==> src/rtl/ifu_pkg.sv <==
////////////////////
// fetch unit shared widths, opcodes
// and packet types
////////////////////

`default_nettype none

package ifu_pkg;

  localparam int xlen     = 32;
  localparam int qw_bytes = 8;
  localparam int fq_depth = 4;

  // queue pointer and occupancy widths
  localparam int fq_ptr_w = $clog2(fq_depth);
  localparam int fq_cnt_w = $clog2(fq_depth + 1);
  localparam logic [fq_cnt_w-1:0] fq_depth_cnt = fq_cnt_w'(fq_depth);

  // addi x0, x0, 0
  localparam logic [xlen-1:0] nop_instr = 32'h0000_0013;

  ////////////////////
  // rv32i major opcodes
  localparam logic [6:0] op_lui    = 7'b0110111;
  localparam logic [6:0] op_auipc  = 7'b0010111;
  localparam logic [6:0] op_jal    = 7'b1101111;
  localparam logic [6:0] op_jalr   = 7'b1100111;
  localparam logic [6:0] op_branch = 7'b1100011;
  localparam logic [6:0] op_load   = 7'b0000011;
  localparam logic [6:0] op_store  = 7'b0100011;
  localparam logic [6:0] op_imm    = 7'b0010011;
  localparam logic [6:0] op_reg    = 7'b0110011;
  localparam logic [6:0] op_fence  = 7'b0001111;
  localparam logic [6:0] op_system = 7'b1110011;

  // halfword and quadword addresses
  typedef logic [31:1] pc_t;
  typedef logic [31:3] qaddr_t;

  typedef struct packed {
    qaddr_t                   qaddr;
    logic [8*qw_bytes-1:0]    data;
  } fetch_pkt_t;

  ////////////////////
  // two views of one instruction word
  typedef struct packed {
    logic [6:0] funct7;
    logic [4:0] rs2;
    logic [4:0] rs1;
    logic [2:0] funct3;
    logic [4:0] rd;
    logic [6:0] opcode;
  } rv32_fields_t;

  typedef struct packed {
    logic [15:0] upper;
    logic [2:0]  funct3;
    logic        bit12;
    logic [4:0]  rd_rs1;
    logic [4:0]  rs2;
    logic [1:0]  op;
  } rvc_fields_t;

  typedef union packed {
    rv32_fields_t rv32;
    rvc_fields_t  rvc;
  } instr_u;

  typedef struct packed {
    pc_t             pc;
    logic [xlen-1:0] instr;
    logic            comp;
    logic            br;
    logic            jal;
    logic            jalr;
    logic            illegal;
    logic [4:0]      rd;
    logic [4:0]      rs1;
    logic [4:0]      rs2;
  } issue_pkt_t;

  typedef struct packed {
    logic valid;
    pc_t  pc;
  } redir_t;

endpackage

`default_nettype wire

==> src/rtl/ifu_pc_ctrl.sv <==
////////////////////
// fetch address, request strobe
// and stale response discard
////////////////////

`timescale 1ns/1ps
`default_nettype none

module ifu_pc_ctrl (
  input  logic                            clk,
  input  logic                            reset_sync,
  input  ifu_pkg::redir_t                 exu_redir,
  input  ifu_pkg::redir_t                 jump_redir,
  input  logic                            imem_rvalid,
  input  logic [8*ifu_pkg::qw_bytes-1:0]  imem_rdata,
  input  logic [ifu_pkg::fq_cnt_w-1:0]    queue_free,
  output logic                            imem_req,
  output ifu_pkg::qaddr_t                 imem_addr,
  output logic                            fq_wr,
  output ifu_pkg::fetch_pkt_t             fq_data,
  output ifu_pkg::redir_t                 flush
);

  ifu_pkg::qaddr_t fetch_qa;
  ifu_pkg::qaddr_t qa_next;
  logic            busy;
  logic            discard;
  logic            room;
  logic            can_req;

  // execute redirect has priority over a predecoded jump
  always_comb begin
    flush.valid = exu_redir.valid | jump_redir.valid;
    flush.pc    = exu_redir.valid ? exu_redir.pc : jump_redir.pc;
  end

  // response goes to the queue unless stale or flushed
  assign fq_wr         = imem_rvalid & ~discard & ~flush.valid;
  assign fq_data.qaddr = imem_addr;
  assign fq_data.data  = imem_rdata;

  always_comb begin
    qa_next = fetch_qa;
    if (flush.valid) begin
      qa_next = flush.pc[31:3];
    end else if (fq_wr) begin
      qa_next = fetch_qa + 29'd1;
    end
  end

  // a response landing this cycle still holds a slot
  assign room = queue_free > {{(ifu_pkg::fq_cnt_w-1){1'b0}}, busy};

  // one request in flight, none in a flush cycle
  assign can_req = (~busy | imem_rvalid) & room & ~flush.valid;

  always_ff @(posedge clk) begin
    if (reset_sync) begin
      fetch_qa <= '0;
      busy     <= 1'b0;
      discard  <= 1'b0;
      imem_req <= 1'b0;
    end else begin
      fetch_qa <= qa_next;
      imem_req <= can_req;
      if (can_req) begin
        busy <= 1'b1;
      end else if (imem_rvalid) begin
        busy <= 1'b0;
      end
      // redirect with a response still out, drop it when it lands
      if (imem_rvalid) begin
        discard <= 1'b0;
      end else if (flush.valid && busy) begin
        discard <= 1'b1;
      end
    end
  end

  // address of the request in flight
  always_ff @(posedge clk) begin
    if (can_req) begin
      imem_addr <= qa_next;
    end
  end

endmodule

`default_nettype wire

==> src/rtl/ifu_fetch_queue.sv <==
////////////////////
// fetched quadword FIFO
////////////////////

`timescale 1ns/1ps
`default_nettype none

module ifu_fetch_queue (
  input  logic                         clk,
  input  logic                         reset_sync,
  input  logic                         flush,
  input  logic                         wr,
  input  ifu_pkg::fetch_pkt_t          wr_data,
  input  logic                         rd,
  output ifu_pkg::fetch_pkt_t          rd_data,
  output logic                         empty,
  output logic [ifu_pkg::fq_cnt_w-1:0] free_slots
);

  ifu_pkg::fetch_pkt_t mem [ifu_pkg::fq_depth];

  logic [ifu_pkg::fq_ptr_w-1:0] wr_ptr;
  logic [ifu_pkg::fq_ptr_w-1:0] rd_ptr;
  logic [ifu_pkg::fq_cnt_w-1:0] count;
  logic                         full;
  logic                         do_wr;
  logic                         do_rd;

  assign full       = (count == ifu_pkg::fq_depth_cnt);
  assign empty      = (count == '0);
  assign free_slots = ifu_pkg::fq_depth_cnt - count;

  assign do_wr = wr & ~full & ~flush;
  assign do_rd = rd & ~empty & ~flush;

  assign rd_data = mem[rd_ptr];

  always_ff @(posedge clk) begin
    if (reset_sync || flush) begin
      wr_ptr <= '0;
      rd_ptr <= '0;
      count  <= '0;
    end else begin
      if (do_wr) begin
        wr_ptr <= wr_ptr + 1'b1;
      end
      if (do_rd) begin
        rd_ptr <= rd_ptr + 1'b1;
      end
      case ({do_wr, do_rd})
        2'b10:   count <= count + 1'b1;
        2'b01:   count <= count - 1'b1;
        default: count <= count;
      endcase
    end
  end

  always_ff @(posedge clk) begin
    if (do_wr) begin
      mem[wr_ptr] <= wr_data;
    end
  end

endmodule

`default_nettype wire

==> src/rtl/ifu_aligner.sv <==
////////////////////
// halfword aligner with spanning
// parcel buffer
////////////////////

`timescale 1ns/1ps
`default_nettype none

module ifu_aligner (
  input  logic                clk,
  input  logic                reset_sync,
  input  logic                flush,
  input  ifu_pkg::pc_t        flush_pc,
  input  ifu_pkg::fetch_pkt_t head,
  input  logic                head_valid,
  input  logic                accept,
  output logic                pop,
  output ifu_pkg::instr_u     cand_word,
  output ifu_pkg::pc_t        cand_pc,
  output logic                cand_avail
);

  logic [3:0][15:0] halves;
  logic [1:0]       off;
  logic [1:0]       off_p1;
  logic [1:0]       off_adv;
  logic [15:0]      lo_half;
  logic [15:0]      hi_half;
  logic             is32;
  logic             last;
  logic             span_take;
  logic             span_valid;
  logic [15:0]      span_half;

  assign halves  = head.data;
  assign off_p1  = off + 2'd1;
  assign lo_half = halves[off];
  assign hi_half = halves[off_p1];
  assign is32    = (lo_half[1:0] == 2'b11);

  ////////////////////
  // candidate selection
  always_comb begin
    cand_word  = {16'h0000, lo_half};
    cand_pc    = {head.qaddr, off};
    cand_avail = head_valid;
    off_adv    = off_p1;
    last       = (off == 2'd3);
    span_take  = 1'b0;
    if (span_valid) begin
      // low half from the previous quadword, high half at offset 0
      cand_word = {halves[0], span_half};
      cand_pc   = {head.qaddr - 29'd1, 2'b11};
      off_adv   = 2'd1;
      last      = 1'b0;
    end else if (is32) begin
      cand_word = {hi_half, lo_half};
      off_adv   = off + 2'd2;
      last      = (off == 2'd2);
      if (off == 2'd3) begin
        // crosses into the next quadword
        cand_avail = 1'b0;
        last       = 1'b0;
        span_take  = head_valid;
      end
    end
  end

  // head is done after its last halfword or a spanning capture
  assign pop = (accept & last) | span_take;

  ////////////////////
  // offset and spanning state
  always_ff @(posedge clk) begin
    if (reset_sync) begin
      off        <= 2'd0;
      span_valid <= 1'b0;
    end else if (flush) begin
      off        <= flush_pc[2:1];
      span_valid <= 1'b0;
    end else if (span_take) begin
      off        <= 2'd0;
      span_valid <= 1'b1;
    end else if (accept) begin
      // wraps to zero past the end of the quadword
      off        <= off_adv;
      span_valid <= 1'b0;
    end
  end

  always_ff @(posedge clk) begin
    if (span_take) begin
      span_half <= lo_half;
    end
  end

endmodule

`default_nettype wire

==> src/rtl/ifu_predecode.sv <==
////////////////////
// predecoder and jump target
////////////////////

`timescale 1ns/1ps
`default_nettype none

module ifu_predecode (
  input  ifu_pkg::instr_u     cand_word,
  input  ifu_pkg::pc_t        cand_pc,
  input  logic                cand_avail,
  input  logic                accept,
  output ifu_pkg::issue_pkt_t cand_pkt,
  output ifu_pkg::redir_t     jump_redir
);

  ifu_pkg::rv32_fields_t f32;
  ifu_pkg::rvc_fields_t  f16;
  logic [31:0]           w;
  logic [31:0]           j_imm;
  logic [31:0]           cj_imm;
  logic [31:0]           imm;
  logic                  supported;

  assign f32 = cand_word.rv32;
  assign f16 = cand_word.rvc;
  assign w   = cand_word;

  // rv32i opcodes this core accepts
  always_comb begin
    case (f32.opcode)
      ifu_pkg::op_lui, ifu_pkg::op_auipc, ifu_pkg::op_jal,
      ifu_pkg::op_branch, ifu_pkg::op_load, ifu_pkg::op_store,
      ifu_pkg::op_imm, ifu_pkg::op_reg, ifu_pkg::op_fence,
      ifu_pkg::op_system: supported = 1'b1;
      ifu_pkg::op_jalr:   supported = (f32.funct3 == 3'b000);
      default:            supported = 1'b0;
    endcase
  end

  always_comb begin
    cand_pkt       = '0;
    cand_pkt.pc    = cand_pc;
    cand_pkt.instr = w;
    cand_pkt.comp  = (f16.op != 2'b11);
    if (cand_pkt.comp) begin
      // c.beqz, c.bnez
      cand_pkt.br      = (f16.op == 2'b01) && (f16.funct3[2:1] == 2'b11);
      // c.j only, writes no register
      cand_pkt.jal     = (f16.op == 2'b01) && (f16.funct3 == 3'b101);
      // c.jr and c.jalr
      cand_pkt.jalr    = (f16.op == 2'b10) && (f16.funct3 == 3'b100) &&
                         (f16.rs2 == 5'd0) && (f16.rd_rs1 != 5'd0);
      cand_pkt.rd      = cand_pkt.jal ? 5'd0 : f16.rd_rs1;
      cand_pkt.rs1     = f16.rd_rs1;
      cand_pkt.rs2     = f16.rs2;
      cand_pkt.illegal = (w[15:0] == 16'h0000);
    end else begin
      cand_pkt.br      = (f32.opcode == ifu_pkg::op_branch);
      cand_pkt.jal     = (f32.opcode == ifu_pkg::op_jal);
      cand_pkt.jalr    = (f32.opcode == ifu_pkg::op_jalr);
      cand_pkt.rd      = f32.rd;
      cand_pkt.rs1     = f32.rs1;
      cand_pkt.rs2     = f32.rs2;
      cand_pkt.illegal = ~supported;
    end
  end

  ////////////////////
  // jump immediates
  assign j_imm  = {{12{w[31]}}, w[19:12], w[20], w[30:21], 1'b0};
  assign cj_imm = {{21{w[12]}}, w[8], w[10:9], w[6], w[7], w[2], w[11], w[5:3], 1'b0};
  assign imm    = cand_pkt.comp ? cj_imm : j_imm;

  // redirect only once the jump itself is taken by the issue register
  assign jump_redir.valid = cand_avail & accept & cand_pkt.jal;
  assign jump_redir.pc    = cand_pc + imm[31:1];

endmodule

`default_nettype wire

==> src/rtl/ifu_issue.sv <==
////////////////////
// issue register
////////////////////

`timescale 1ns/1ps
`default_nettype none

module ifu_issue (
  input  logic                clk,
  input  logic                reset_sync,
  input  logic                flush,
  input  logic                stall,
  input  ifu_pkg::issue_pkt_t cand_pkt,
  input  logic                cand_avail,
  output logic                accept,
  output logic                issue_valid,
  output ifu_pkg::issue_pkt_t issue_pkt
);

  ifu_pkg::issue_pkt_t pkt_q;

  // take a new one when empty or the decode stage moves on
  assign accept = cand_avail & (~stall | ~issue_valid);

  always_ff @(posedge clk) begin
    if (reset_sync || flush) begin
      issue_valid <= 1'b0;
    end else if (accept) begin
      issue_valid <= 1'b1;
    end else if (!stall) begin
      issue_valid <= 1'b0;
    end
  end

  always_ff @(posedge clk) begin
    if (accept) begin
      pkt_q <= cand_pkt;
    end
  end

  // empty slot shows a nop
  always_comb begin
    issue_pkt = pkt_q;
    if (!issue_valid) begin
      issue_pkt       = '0;
      issue_pkt.instr = ifu_pkg::nop_instr;
    end
  end

endmodule

`default_nettype wire

==> src/rtl/ifu_top.sv <==
////////////////////
// instruction fetch unit top
////////////////////

`timescale 1ns/1ps
`default_nettype none

module ifu_top (
  input  logic                           clk,
  input  logic                           reset_sync,
  output logic                           imem_req,
  output ifu_pkg::qaddr_t                imem_addr,
  input  logic                           imem_rvalid,
  input  logic [8*ifu_pkg::qw_bytes-1:0] imem_rdata,
  input  ifu_pkg::redir_t                exu_redir,
  input  logic                           dec_stall,
  output logic                           issue_valid,
  output ifu_pkg::issue_pkt_t            issue_pkt
);

  ifu_pkg::redir_t              jump_redir;
  ifu_pkg::redir_t              flush;
  logic                         fq_wr;
  ifu_pkg::fetch_pkt_t          fq_data;
  logic [ifu_pkg::fq_cnt_w-1:0] fq_free;
  ifu_pkg::fetch_pkt_t          fq_head;
  logic                         fq_empty;
  logic                         fq_pop;
  ifu_pkg::instr_u              cand_word;
  ifu_pkg::pc_t                 cand_pc;
  logic                         cand_avail;
  ifu_pkg::issue_pkt_t          cand_pkt;
  logic                         accept;

  ifu_pc_ctrl ifu_pc_ctrl_i (
    .clk        (clk),
    .reset_sync (reset_sync),
    .exu_redir  (exu_redir),
    .jump_redir (jump_redir),
    .imem_rvalid(imem_rvalid),
    .imem_rdata (imem_rdata),
    .queue_free (fq_free),
    .imem_req   (imem_req),
    .imem_addr  (imem_addr),
    .fq_wr      (fq_wr),
    .fq_data    (fq_data),
    .flush      (flush)
  );

  ifu_fetch_queue ifu_fetch_queue_i (
    .clk       (clk),
    .reset_sync(reset_sync),
    .flush     (flush.valid),
    .wr        (fq_wr),
    .wr_data   (fq_data),
    .rd        (fq_pop),
    .rd_data   (fq_head),
    .empty     (fq_empty),
    .free_slots(fq_free)
  );

  ifu_aligner ifu_aligner_i (
    .clk       (clk),
    .reset_sync(reset_sync),
    .flush     (flush.valid),
    .flush_pc  (flush.pc),
    .head      (fq_head),
    .head_valid(!fq_empty),
    .accept    (accept),
    .pop       (fq_pop),
    .cand_word (cand_word),
    .cand_pc   (cand_pc),
    .cand_avail(cand_avail)
  );

  ifu_predecode ifu_predecode_i (
    .cand_word (cand_word),
    .cand_pc   (cand_pc),
    .cand_avail(cand_avail),
    .accept    (accept),
    .cand_pkt  (cand_pkt),
    .jump_redir(jump_redir)
  );

  // a jump is loaded here in its own flush cycle, so only execute clears it
  ifu_issue ifu_issue_i (
    .clk        (clk),
    .reset_sync (reset_sync),
    .flush      (exu_redir.valid),
    .stall      (dec_stall),
    .cand_pkt   (cand_pkt),
    .cand_avail (cand_avail),
    .accept     (accept),
    .issue_valid(issue_valid),
    .issue_pkt  (issue_pkt)
  );

endmodule

`default_nettype wire

==> config.mk <==
export PLATFORM = sky130hd
export DESIGN_NAME = ifu_top
export DESIGN_NICKNAME = d
export VERILOG_FILES = /design/src/rtl/ifu_pkg.sv /design/src/rtl/ifu_pc_ctrl.sv /design/src/rtl/ifu_fetch_queue.sv /design/src/rtl/ifu_aligner.sv /design/src/rtl/ifu_predecode.sv /design/src/rtl/ifu_issue.sv /design/src/rtl/ifu_top.sv
export SDC_FILE = /design/constraint.sdc
export NUM_CORES = 1
export LEC_CHECK = 0
export BUFFER_PORTS_ARGS = -buffer_cell sky130_fd_sc_hd__buf_2
export CORE_ASPECT_RATIO = 1.25
export CORE_MARGIN = 3
export CORE_UTILIZATION = 25
export DETAILED_ROUTE_END_ITERATION = 12
export GPL_TIMING_DRIVEN = 1
export HOLD_SLACK_MARGIN = 0.05
export PLACE_DENSITY_LB_ADDON = 0.05
export SLEW_MARGIN = 30
export SYNTH_ARGS = -nofsm -noshare
export SYNTH_HDL_FRONTEND = slang
export SYNTH_SLANG_ARGS = --single-unit
==> constraint.sdc <==
create_clock -name clk -period 7.2 [get_ports clk]
set_input_delay 0.36 -clock clk [delete_from_list [all_inputs] [get_ports clk]]
set_output_delay 0.36 -clock clk [all_outputs]
set_load 0.01 [all_outputs]
### Word-level counts from Yosys, hierarchy flattened

Memory sizes are Yosys's and may differ from the RTL's. A register that Yosys moved wholly into a read port is not among the register bits.
Index checks and enable logic that the tools add are counted.

| word-level totals | value |
|---|---|
| latch bits | 0 |
| bits of input ports | 100 |
| register bits | 171 |
| output and inout port bits | 114 |
| memories | 1 |
| word-level logic and storage cells | 145 |
| memory bits (read-only) | 0 |
| memory bits (writable) | 372 |

Memories:

| memory | depth | bits a word | rd ports | clocked after memory_dff | wr ports | RTL line | text |
|---|---|---|---|---|---|---|---|
| ifu_fetch_queue_i.mem | 4 | 93 | 1 | 1 | 1 | ifu_fetch_queue.sv:20 | `ifu_pkg::fetch_pkt_t mem [ifu_pkg::fq_depth];` |

| cells by class | value |
|---|---|
| div/mod/pow operators | 0 |
| bitwise logic cells | 24 |
| shift-type cells | 0 |
| reductions and logical operators | 21 |
| muxes and demuxes | 40 |
| equal/unequal tests | 24 |
| $add $sub $neg | 10 |
| multipliers | 0 |
| $lt $le $gt $ge | 3 |

Operator list:

| operator | number |
|---|---|
| two-way mux 32 bit | 3 |
| two-way mux 83 bit | 1 |
| binary-select mux 16 bit (select 2 bit) | 2 |
| two-way mux 31 bit | 2 |
| two-way mux 29 bit | 2 |
| two-way mux 16 bit | 2 |
| adder 31 bit | 1 |
| adder 29 x 1 -> 29 bit (second input constant) | 1 |
| subtractor 29 x 1 -> 29 bit (second input constant) | 1 |
| == test 7 bit (second input constant) | 4 |
| == test 7 x 6 -> 1 bit (second input constant) | 3 |
| two-way mux 19 bit | 1 |
| two-way mux 1 bit | 17 |
| logical NOT 16 bit | 1 |
| == test 7 x 5 -> 1 bit (second input constant) | 2 |
| two-way mux 2 bit | 7 |
| AND 1 bit | 12 |
| == test 2 bit (second input constant) | 6 |
| OR reduction 10 bit | 1 |
| == test 3 bit (second input constant) | 3 |
| inverter 1 bit | 8 |
| == test 7 x 2 -> 1 bit (second input constant) | 1 |
| == test 7 x 4 -> 1 bit (second input constant) | 1 |
| adder 2 x 1 -> 2 bit (second input constant) | 3 |
| other kinds (22) | 37 |

### Depth between registers and ports, before layout

Gate-level depths: netlist of run 1.

| logic depth | value |
|---|---|
| depth after elaboration | 18 |
| depth in mapped cells | 23 |

### Cells and area by module

A second synthesis of run 1 with hierarchy kept.

| second synthesis, totals | value |
|---|---|
| cell total of the unflattened synthesis | 1820 |
| area total of the unflattened synthesis | 26003.7 um^2 |

Modules (own cells, without submodules):

| module | instances | area each (um^2) | cells each |
|---|---|---|---|
| ifu_fetch_queue | 1 | 13933.4 | 541 |
| ifu_pc_ctrl | 1 | 3821.2 | 407 |
| ifu_issue | 1 | 3131.8 | 179 |
| ifu_predecode | 1 | 2658.8 | 404 |
| ifu_aligner | 1 | 2454.9 | 288 |
| ifu_top | 1 | 3.8 | 1 |

### Least setup slack after synthesis of run 1

Ideal clock, no wire load.

| timing path | value |
|---|---|
| path kind | reg-to-reg |
| start | register (tool-made name) |
| end | memory ifu_fetch_queue_i.mem[0][0] in the netlist's numbering, enable pin |
| setup time | 0.462 ns |
| arrival | 6.007 ns |
| cell stages (with the launch flop) | 14 |
| path buffers | 4 |
| path slack | 0.730 ns |
| period minus slack after synthesis | 6.470 ns |
| path through | dfxtp_1 -> buf_6 -> buf_12 -> buf_12 -> mux4_2 -> mux2i_1 -> o22ai_1 -> nand3_1 -> and2_1 -> nand2_2 -> buf_2 -> nand2_1 -> nor2_1 -> and2_1 |

RTL lines:

| element | RTL line |
|---|---|
| to (decl) | ifu_fetch_queue.sv:20 |

==> results.md, run 1 <==
- Routed length per instance: 25.2 um
- Unrepaired setup endpoints after global routing: false
- Root Driver: clkbuf_16
- Crit-path cells: buf_12, mux4_1, mux4_2, mux2_2, a211oi_4, nor2_1, ha_1, nand3_1, a2111oi_0, buf_4, a2111oi_0, o21ai_1, nor2_1, a2111oi_1, nor3_1, o31ai_1, nand3_1
- Nets: 2086
- Hold worst-path end: ifu_pc_ctrl_i.fetch_qa[11]
- Synth Net Count: 1750
- Most used DFF post-synth: edfxtp_1
- Slowest cell delay on critical path: 670 ps
- Post-Syn Area per Cell: 15.3 sq um
- Slowest-stage cell, CP: mux4_1
- FFs w/ async S/R, synth: 0%
- Initial DRC count: 734
- TritonCTS Buffers: 61
- DR DRC count: 0
- Buf+Inv Stages, Crit Path: 2
- CTS tree: yes
- Clk_lat worst skew: 640 ps
- Die width: 287 um
- Area delta synth->final: 22.6%
- Worst-path clk slew: 60 ps
- Post-CTS Setup Inserts: 0
- CTS Buffer Depth: 3
- Post-Syn Area: 24600 sq um
- Cell Pwr Density: 254 nW/um^2
- Leak: 0.0105 uW
- Setup Skew: 22.5 ps
- First-pass GRT wire length: 117000 um
- Setup Crit Path Kind: register to register
- Largest net degree at the start of global routing: 94
- Hpwl dp: 58300 um
- Vias per cell: 4.56
- Routability-driven placement congestion ratio: 0.799
- MaxCap Viol Count: 0
- RR Endpoint: ifu_pc_ctrl_i.imem_addr[28]
- H-tree depth: 2
- CP required: 7560 ps
- Cell family with most CP delay: compound AO/OA/AOI/OAI gates
- EDFF count, synth: 500
- Die area: 102000 sq um
- Relative slew slack: 40.2%
- Vias: 15.0k
- Final Util: 30.9%
- Final WL: 82800 um
- Sequential fraction of the synthesis area: 64.7%
- Setup TNS: 0 ps
- Core Area: 97500 sq um
- Vias in the first global route: 15.7k
- Final Slew Violations: 0
- Worst r2r path cells: 17
- CP Capture Type: register
- Routed Antenna Nets: 0
- Slew of the pin with the lowest slew margin: 897 ps
- Crit path launch type: register
- Worst Hold Launch: exu_redir[13]
- Final setup fails: 0
- Pre-antenna DRT Iters: 5
- Netlist cell types: 85
- Share of post-route cells with drive strength above 1: 25.5%
- Die Y: 357 um
- Filler cells: 9733
- R2R Setup Slk: 760 ps
- Crit-path max FO: 40
- Initial Util: 25.2%
- Total grt overflow: 0
- Max IR drop VDD: 170 uV
- Hold Vio Cnt, Final: 0
- Min Clock Period, post-route: 6440 ps
- GRT Util Overall: 16.1%
- Initial antenna violation count: 8
- Yosys reg bits: 545
- Status: completed
- Ys Warns: 0
- PortBufs: 213
- Cell count after synthesis: 1606
- Num rows: 128
- Period utilisation layout: 89.5%
- Clock sink total: 545
- Top-Level Pins: 214
- WP data arrival: 6810 ps
- Hold Path Stages: 3
- Worst Hold Class: primary input to register
- Fmax: 155 MHz
[how the worst max path moves through the flow]
stage	from	to	slack, ps	cells past startpoint
floorplan	register	ifu_fetch_queue_i.mem[0][0]	730	13
global placement	register	ifu_pc_ctrl_i.imem_addr[24]	510	19
detailed placement	register	ifu_pc_ctrl_i.imem_addr[24]	510	19
CTS	register	ifu_pc_ctrl_i.imem_addr[24]	470	19
global route	register	ifu_pc_ctrl_i.imem_addr[28]	150	17
finish	register	ifu_pc_ctrl_i.imem_addr[28]	760	17
[state kept, by name, summed over array words and instances (netlist names), named ones only]
name	cells
ifu_pc_ctrl_i.busy	1
ifu_aligner_i.off	2
ifu_pc_ctrl_i.imem_req	1
ifu_pc_ctrl_i.discard	1
ifu_fetch_queue_i.wr_ptr	2
ifu_pc_ctrl_i.imem_addr	29
ifu_fetch_queue_i.rd_ptr	2
ifu_pc_ctrl_i.fetch_qa	29
ifu_aligner_i.span_valid	1
ifu_aligner_i.span_half	16
ifu_fetch_queue_i.count	3
ifu_issue_i.issue_valid	1
ifu_fetch_queue_i.mem	372
ifu_issue_i.pkt_q	83
[cells in the final DEF (no fill, tap or decap), types with 42 or more instances in the layout]
master | netlist | final
buf_4 | 5 | 44
ha_1 | 42 | 42
mux4_2 | 109 | 109
inv_1 | 43 | 43
xnor2_1 | 47 | 47
a21oi_1 | 61 | 61
nand3_1 | 43 | 43
and2_1 | 91 | 86
nor2_1 | 109 | 108
nand2_1 | 102 | 102
dlygate4sd3_1 | 0 | 81
buf_2 | 15 | 213
edfxtp_1 | 500 | 500
clkbuf_16 | 0 | 62
dfxtp_1 | 45 | 42
[layout make-up]
type                    count  area (sq um)  area share, %
diodes                      2          5.00         0.0166
clock buffers              82          1670           5.52
clock inverters            27           303           1.00
inverters                  48           180          0.597
multi-input cells         942          8140           27.0
flip-flops and latches    545         15900           52.8
well taps                1300          1630           5.39
repair buffers            344          2330           7.71
[cells in the mapped netlist (all sizes together) (3+ instances only)]
cell / instances / area share (%)
o22a: 5 / 0.18
nor2: 110 / 1.7
o22ai: 4 / 0.10
or4: 4 / 0.12
a21boi: 3 / 0.092
clkinv: 3 / 0.046
nand2: 104 / 1.6
o311a: 3 / 0.12
o211ai: 9 / 0.27
dfxtp: 45 / 3.7
ha: 42 / 2.1
a21oi: 64 / 1.3
nor3: 23 / 0.49
o21ai: 39 / 0.79
clkbuf: 38 / 0.58
xnor2: 47 / 1.7
or3: 7 / 0.18
nand3b: 4 / 0.12
nand3: 43 / 0.87
edfxtp: 500 / 61
a21o: 5 / 0.15
nand4: 4 / 0.10
nor4: 10 / 0.40
or2: 5 / 0.13
o31ai: 3 / 0.092
mux2i: 18 / 0.81
a2111oi: 10 / 0.42
a211o: 4 / 0.14
a31oi: 11 / 0.34
o21bai: 3 / 0.092
a211oi: 32 / 1.0
xor2: 36 / 1.3
a311oi: 4 / 0.17
buf: 33 / 1.0
nand2b: 12 / 0.31
inv: 45 / 0.69
nor2b: 8 / 0.20
mux4: 119 / 11
nand4b: 5 / 0.18
mux2: 9 / 0.41
and2: 92 / 2.3
o21a: 3 / 0.092
and3: 15 / 0.38
[timing repair]
action | 4_1_cts | 5_1_grt
hold buffers | 81 | 0
gates resized for setup | 0 | 1
setup endpoints to repair | 0 | 1
hold endpoints to repair | 274 | 0
[per-layer routing]
layer	vias up	global-route usage (%)	wire length [um]
li1	6901	-	-
met1	7692	19.9	34500
met2	332	29.1	43100
met3	85	2.61	3520
met4	2	3.83	1670
met5	-	0	8
[where the power goes]
group | internal [uW] | leakage, uW | switching (uW)
logic | 346 | 0.00456 | 584
registers | 3560 | 0.00494 | 49.1
clock network | 1830 | 0.000956 | 1300
[worst min-delay path, cell delays in order]
cell and delay (ps):
buf_2 100, inv_1 110, a211oi_1 80
[through the flow]
step / total power [uW] / std cells / area [sq um] / hold slack [ps] / setup WS (ps)
floorplan: 4200 / 1606 / 24600 / 439 / 730
global placement: 4590 / 3098 / 27400 / 479 / 510
detailed placement: 4590 / 3098 / 27400 / 493 / 513
CTS: 7820 / 3288 / 30200 / 50.8 / 466
global route: 8020 / 3288 / 30200 / 76.2 / 146
finish: 7670 / 3290 / 30200 / 84.2 / 756
[kinds of logic (layout without fill, tap and decap cells)]
| group | count (synthesis) | after routing | share of synthesized area [%] |
|---|---|---|---|
| buffers and inverters | 119 | 501 | 2.35 |
| XOR/XNOR | 83 | 83 | 2.95 |
| flip-flops | 545 | 545 | 64.7 |
| AND/OR/NAND/NOR | 451 | 451 | 9.31 |
| adder cells (fa/ha/maj) | 44 | 44 | 2.30 |
| multiplexers | 146 | 146 | 12.3 |
| other | 0 | 2 | 0 |
| AO/OA/AOI/OAI | 218 | 218 | 6.16 |
Power figures use the tool's default switching activity.
==> inputs of run 2 (changes only) <==
CORE_UTILIZATION = 45   (was 25)
==> run 2 against run 1 <==
Register-to-register slack worse by 70 ps. Combinational power is 6.5% lower. Sequential power hardly changed. Routed wire length is 19% lower. Setup slack worse by 74 ps. Flip-flop and latch count stayed put. Critical endpoint unchanged. Largest power group unchanged.
==> results.md, run 2 (same netlist as run 1, synthesis figures left out) <==
- Initial DRC count: 1128
- GRT Util Overall: 23.2%
- Routed length per instance: 24.8 um
- CP required: 7540 ps
- DR DRC count: 0
- Nets: 2059
- Post-CTS Setup Inserts: 0
- Largest Register: ifu_fetch_queue_i.mem
- Worst-path clk slew: 70 ps
- Period utilisation layout: 90.5%
- Final Util: 53.9%
- Placed cell areas: 26600 sq um
- CTS tree: yes
- Root Driver: clkbuf_16
- Share of post-route cells with drive strength above 1: 25.5%
- Worst r2r path cells: 19
- Filler cells: 4508
- Pre-antenna DRT Iters: 7
- Core Area: 54000 sq um
- Fin worst setup slack: 682 ps
- Die Y: 267 um
- First-pass GRT wire length: 99600 um
- R2R Setup Slk: 680 ps
- Routability-driven placement congestion ratio: 0.907
- Min Clock Period, post-route: 6520 ps
- MaxCap Viol Count: 0
- H-tree depth: 2
- Vias: 14.9k
- Power Total: 7300 uW
- Total grt overflow: 0
- Clock sink total: 545
- Area delta synth->final: 18.3%
- Crit-path max FO: 22
- Fmax: 153 MHz
- Final Slew Violations: 0
- Num rows: 95
- Hold Vio Cnt, Final: 0
- Status: completed
- Vias in the first global route: 15.4k
- Setup Skew: 24.2 ps
- FF/Latch Area: 15900 sq um
- Leak: 0.0103 uW
- Worst Hold Launch: exu_redir[17]
- Final setup fails: 0
- PortBufs: 213
- CTS Buffer Depth: 3
- CP Capture Type: register
- Final WL: 66700 um
- RR Endpoint: ifu_pc_ctrl_i.imem_addr[28]
- Slew of the pin with the lowest slew margin: 918 ps
- Setup TNS: 0 ps
- Initial antenna violation count: 2
- Commonest cells after routing, fill and taps aside: edfxtp_1, buf_2, mux4_2, nor2_1, nand2_1
- Vias per cell: 5.57
- Relative slew slack: 38.8%
- WP data arrival: 6860 ps
- Post-route cell area: 29100 sq um
- Hold worst-path end: ifu_pc_ctrl_i.fetch_qa[15]
- Top-Level Pins: 214
- Top flop regs: ifu_fetch_queue_i.mem: 372 flops, ifu_issue_i.pkt_q: 83 flops
- Unrepaired setup endpoints after global routing: false
- Most common cell after layout, fill and taps aside: edfxtp_1
- Largest net degree at the start of global routing: 88
- Crit path launch type: register
- Die width: 215 um
- Cell Pwr Density: 251 nW/um^2
- Routed Antenna Nets: 0
- Multi-input logic area: 8140 sq um
- Max IR drop VDD: 172 uV
- Place WS: 297 ps
- TritonCTS Buffers: 53
- Clk_lat worst skew: 600 ps
- Die area: 57600 sq um
- Worst Hold Class: primary input to register
- Setup Crit Path Kind: register to register
- Hpwl dp: 45900 um
- Flip-flop count of the largest register after layout: 372
- Hold Path Stages: 3
- Initial Util: 45.6%
==> run 2: cell count changes in the layout (fill, tap and decap cells not counted), sizes merged <==
cell         before  now
buf             263  255
clkbuf           82   58
dlygate4sd3      81   70
clkinvlp          2    7
inv              46   48
bufinv            6    7
diode             2    1
clkinv           21   26
==> run 2: worst max-delay path by stage <==
| stage | slack [ps] | startpoint | depth (start not counted) | endpoint |
|---|---|---|---|---|
| 2_1_floorplan | 730 | register | 13 | ifu_fetch_queue_i.mem[0][0] |
| 3_3_place_gp | 420 | register | 16 | ifu_pc_ctrl_i.imem_addr[28] |
| 3_5_place_dp | 300 | register | 16 | ifu_pc_ctrl_i.imem_addr[28] |
| 4_1_cts | 260 | register | 16 | ifu_pc_ctrl_i.imem_addr[28] |
| 5_1_grt | 140 | register | 19 | ifu_pc_ctrl_i.imem_addr[28] |
| 6_report | 680 | register | 19 | ifu_pc_ctrl_i.imem_addr[28] |
==> run 2: routing by layer <==
layer,GRT usage [%],vias to the layer above,share of wire (%)
li1,-,6853,-
met5,0,-,0
met1,29.9,7571,41
met2,41.3,413,51
met3,2.79,111,4.2
met4,7.58,0,3.3
==> run 2: final cells by class <==
class	count	area share, %
tap	727	3.13
clock inverter	40	1.37
antenna	1	0.00860
multi-input combinational	942	28.0
timing repair buffer	325	7.55
sequential	545	54.7
clock buffer	58	4.66
inverter	48	0.619
==> run 2: critical path, cell delays in order (launching register included) <==
cell,delay (ps)
dfxtp_4,700
buf_4,430
mux4_2,620
inv_1,90
ha_1,140
nand2_1,90
nor3_2,290
nand3_1,450
nor3_1,320
xor2_1,350
ha_1,290
nand2_1,100
or3_1,420
a211o_1,310
o21ai_1,360
nor2_1,130
a2111oi_1,570
nor3_1,130
o31ai_1,340
nand3_1,110
==> run 2: power by group <==
| part | leakage [uW] | switching [uW] | internal [uW] | total, uW |
|---|---|---|---|---|
| sequential | 0.00494 | 46.8 | 3560 | 3610 |
| combinational | 0.00449 | 533 | 337 | 870 |
| clock | 0.000850 | 1210 | 1610 | 2820 |
==> run 2: through the flow <==
| step | cells | hold slack (ps) |
|---|---|---|
| detailed placement | 2516 | 493 |
| global placement | 2514 | 475 |
| CTS | 2684 | 52.1 |
| finish | 2686 | 88.6 |
| floorplan | 1606 | 439 |
| global route | 2686 | 80.1 |
==> run 2: timing repair <==
action	CTS	global route
hold endpoints to repair	262	0
endpoints found under the setup margin	0	3
gates resized for setup	0	2
hold buffers	70	0
==> inputs of run 3 (changes only) <==
clock period = 6.3 ns   (was 7.2 ns; I/O delays follow)
==> run 3 against run 2 <==
Combinational power increased by 20%. Count of clock-buffer cells in the layout increased by 8. First-iteration DRC count decreased by 10%. Largest cell class unchanged. Clock skew decreased by 9.2 ps. Via count increased by 1.2%. Total power increased by 15%. Highest routed layer unchanged. Final area increased by 1.5%. Sequential power increased by 14%. Largest power group unchanged. Flip-flop and latch count unchanged.
==> results.md, run 3 (same netlist as run 1, synthesis figures left out) <==
- Share of post-route cells with drive strength above 1: 26.4%
- Final Slew Violations: 0
- Vias: 15.1k
- Total grt overflow: 0
- Hold Path Stages: 3
- DR DRC count: 0
- Filler cells: 4507
- Routability-driven placement congestion ratio: 0.916
- Worst-path clk slew: 60 ps
- Cell mode on critical path: buf_4
- Clock sink total: 545
- MaxCap Viol Count: 0
- Leak: 0.0105 uW
- Final WL: 67200 um
- Min Clock Period, post-route: 5940 ps
- Seq pwr share: 49.2%
- Setup Crit Path Kind: register to register
- CTS tree: yes
- Routed Antenna Nets: 0
- Hold Vio Cnt, Final: 0
- Crit path launch type: register
- Slowest-stage cell, CP: mux4_2
- Area delta synth->final: 20.0%
- Final Util: 54.7%
- Vias per cell: 5.52
- GRT Util Overall: 23.3%
- R2R Setup Slk: 360 ps
- Top-Level Pins: 214
- TritonCTS Buffers: 54
- CP required: 6630 ps
- H-tree depth: 2
- RR Endpoint: ifu_pc_ctrl_i.imem_addr[26]
- Flip-flop count of the largest register after layout: 372
- Worst Hold Class: primary input to register
- Die width: 215 um
- Initial DRC count: 1013
- Switching power: 2040 uW
- Commonest cells after routing, fill and taps aside: edfxtp_1, buf_2, mux4_2, nor2_1, nand2_1
- Clk_lat worst skew: 600 ps
- Cell Pwr Density: 284 nW/um^2
- Num rows: 95
- Root Driver: clkbuf_16
- Pre-antenna DRT Iters: 5
- Buf+Inv Stages, Crit Path: 4
- Top flop regs: ifu_fetch_queue_i.mem: 372 flops, ifu_issue_i.pkt_q: 83 flops
- Internal power: 6340 uW
- Power Total: 8390 uW
- Hold worst-path end: ifu_aligner_i.off[1]
- WP data arrival: 6270 ps
- Final setup fails: 0
- Slowest cell delay on critical path: 570 ps
- Largest net degree at the start of global routing: 87
- Fmax: 168 MHz
- Crit-path cells: buf_12, mux4_2, mux2i_1, mux2i_1, buf_4, nand3_1, o21ai_0, nor2_1, a21oi_1, ha_1, fa_1, a211oi_1, o21bai_1, a2111oi_0, buf_4, o21ai_0, buf_4, nor2_1, a2111oi_2, or4_1, a311oi_2, a21oi_1
- Initial antenna violation count: 2
- CTS Buffer Depth: 3
- Die area: 57600 sq um
- Worst r2r path cells: 22
- Routed length per instance: 24.5 um
- Clock power frac: 38.4%
- Status: completed
- Nets: 2113
- Max IR drop VDD: 221 uV
- Hpwl dp: 47300 um
- Worst Hold Launch: exu_redir[1]
- Combinational Power Share: 12.4%
- Crit-path max FO: 14
- Die Y: 267 um
- CP Capture Type: register
- Vias in the first global route: 15.7k
- Most common cell after layout, fill and taps aside: edfxtp_1
- Net Sw Frac: 24.3%
- Setup TNS: 0 ps
- Relative slew slack: 38.7%
- Cell family with most CP delay: compound AO/OA/AOI/OAI gates
- Slew of the pin with the lowest slew margin: 920 ps
- First-pass GRT wire length: 99700 um
- Unrepaired setup endpoints after global routing: false
- Largest Register: ifu_fetch_queue_i.mem
- Setup Skew: 15.0 ps
- PortBufs: 213
- Period utilisation layout: 94.2%
- Core Area: 54000 sq um
- Initial Util: 45.6%
run 3: cell types whose count changed in the layout (fill, tap and decap cells not counted), sizes merged:
cell	delta
inv	-1
clkbuf	+8
dlygate4sd3	+15
buf	+38
clkinvlp	-2
clkinv	-3
bufinv	-1
run 3: area by class of cell:
class / instances / area [sq um] / share of cell area (%)
antenna: 1 / 2.50 / 0.00847
clock buffer: 66 / 1430 / 4.83
clock inverter: 33 / 323 / 1.09
inverter: 48 / 180 / 0.610
multi-input combinational: 942 / 8140 / 27.6
sequential: 545 / 15900 / 53.9
tap: 727 / 910 / 3.08
timing repair buffer: 378 / 2620 / 8.88
run 3: power groups by stage:
| stage | Sequential, uW | Clock [uW] | Combinational, uW |
|---|---|---|---|
| 6_report | 4120 | 3220 | 1040 |
| 5_1_grt | 4130 | 3430 | 1130 |
| 4_1_cts | 4130 | 3300 | 1030 |
| 3_5_place_dp | 4200 | 0 | 987 |
| 3_3_place_gp | 4200 | 0 | 979 |
| 2_1_floorplan | 4190 | 0 | 612 |
run 3: how the worst max path moves through the flow:
stage,startpoint,cells after the start,end,slack (ps)
global route,register,23,ifu_pc_ctrl_i.imem_addr[28],30
floorplan,register,20,ifu_pc_ctrl_i.imem_addr[28],110
finish,register,22,ifu_pc_ctrl_i.imem_addr[26],360
global placement,register,19,ifu_pc_ctrl_i.imem_addr[28],60
CTS,register,19,ifu_pc_ctrl_i.imem_addr[28],100
detailed placement,register,19,ifu_pc_ctrl_i.imem_addr[28],-10
run 3: per-layer routing:
metal	routed length (um)	track usage, %	share of wire [%]	vias to the layer above
li1	-	-	-	6954
met1	26800	29.0	40	7593
met2	34900	41.9	52	457
met3	3090	3.12	4.6	122
met4	2390	8.20	3.6	0
met5	0	0	0	-
run 3: repair_timing:
action	CTS	global route
setup buffers	0	5
endpoints found under the setup margin	1	5
pin swaps	0	1
endpoints found under the hold margin	280	0
gates resized for setup	1	6
hold buffers	85	0
run 3: tightest hold or removal path, cell delays in order:
cell and delay [ps]:
buf_2 100, nand3b_1 140, o41ai_2 90
run 3: stage by stage:
stage	std cells	cell area, sq um	hold WS (ps)	setup WS, ps
final	2740	29500	73.6	364
after detailed placement	2550	26900	486	-11.2
after floorplan	1606	24600	394	110
after CTS	2734	29500	51.1	102
after global routing	2739	29500	58.5	26.4
after global placement	2550	26900	471	58.9
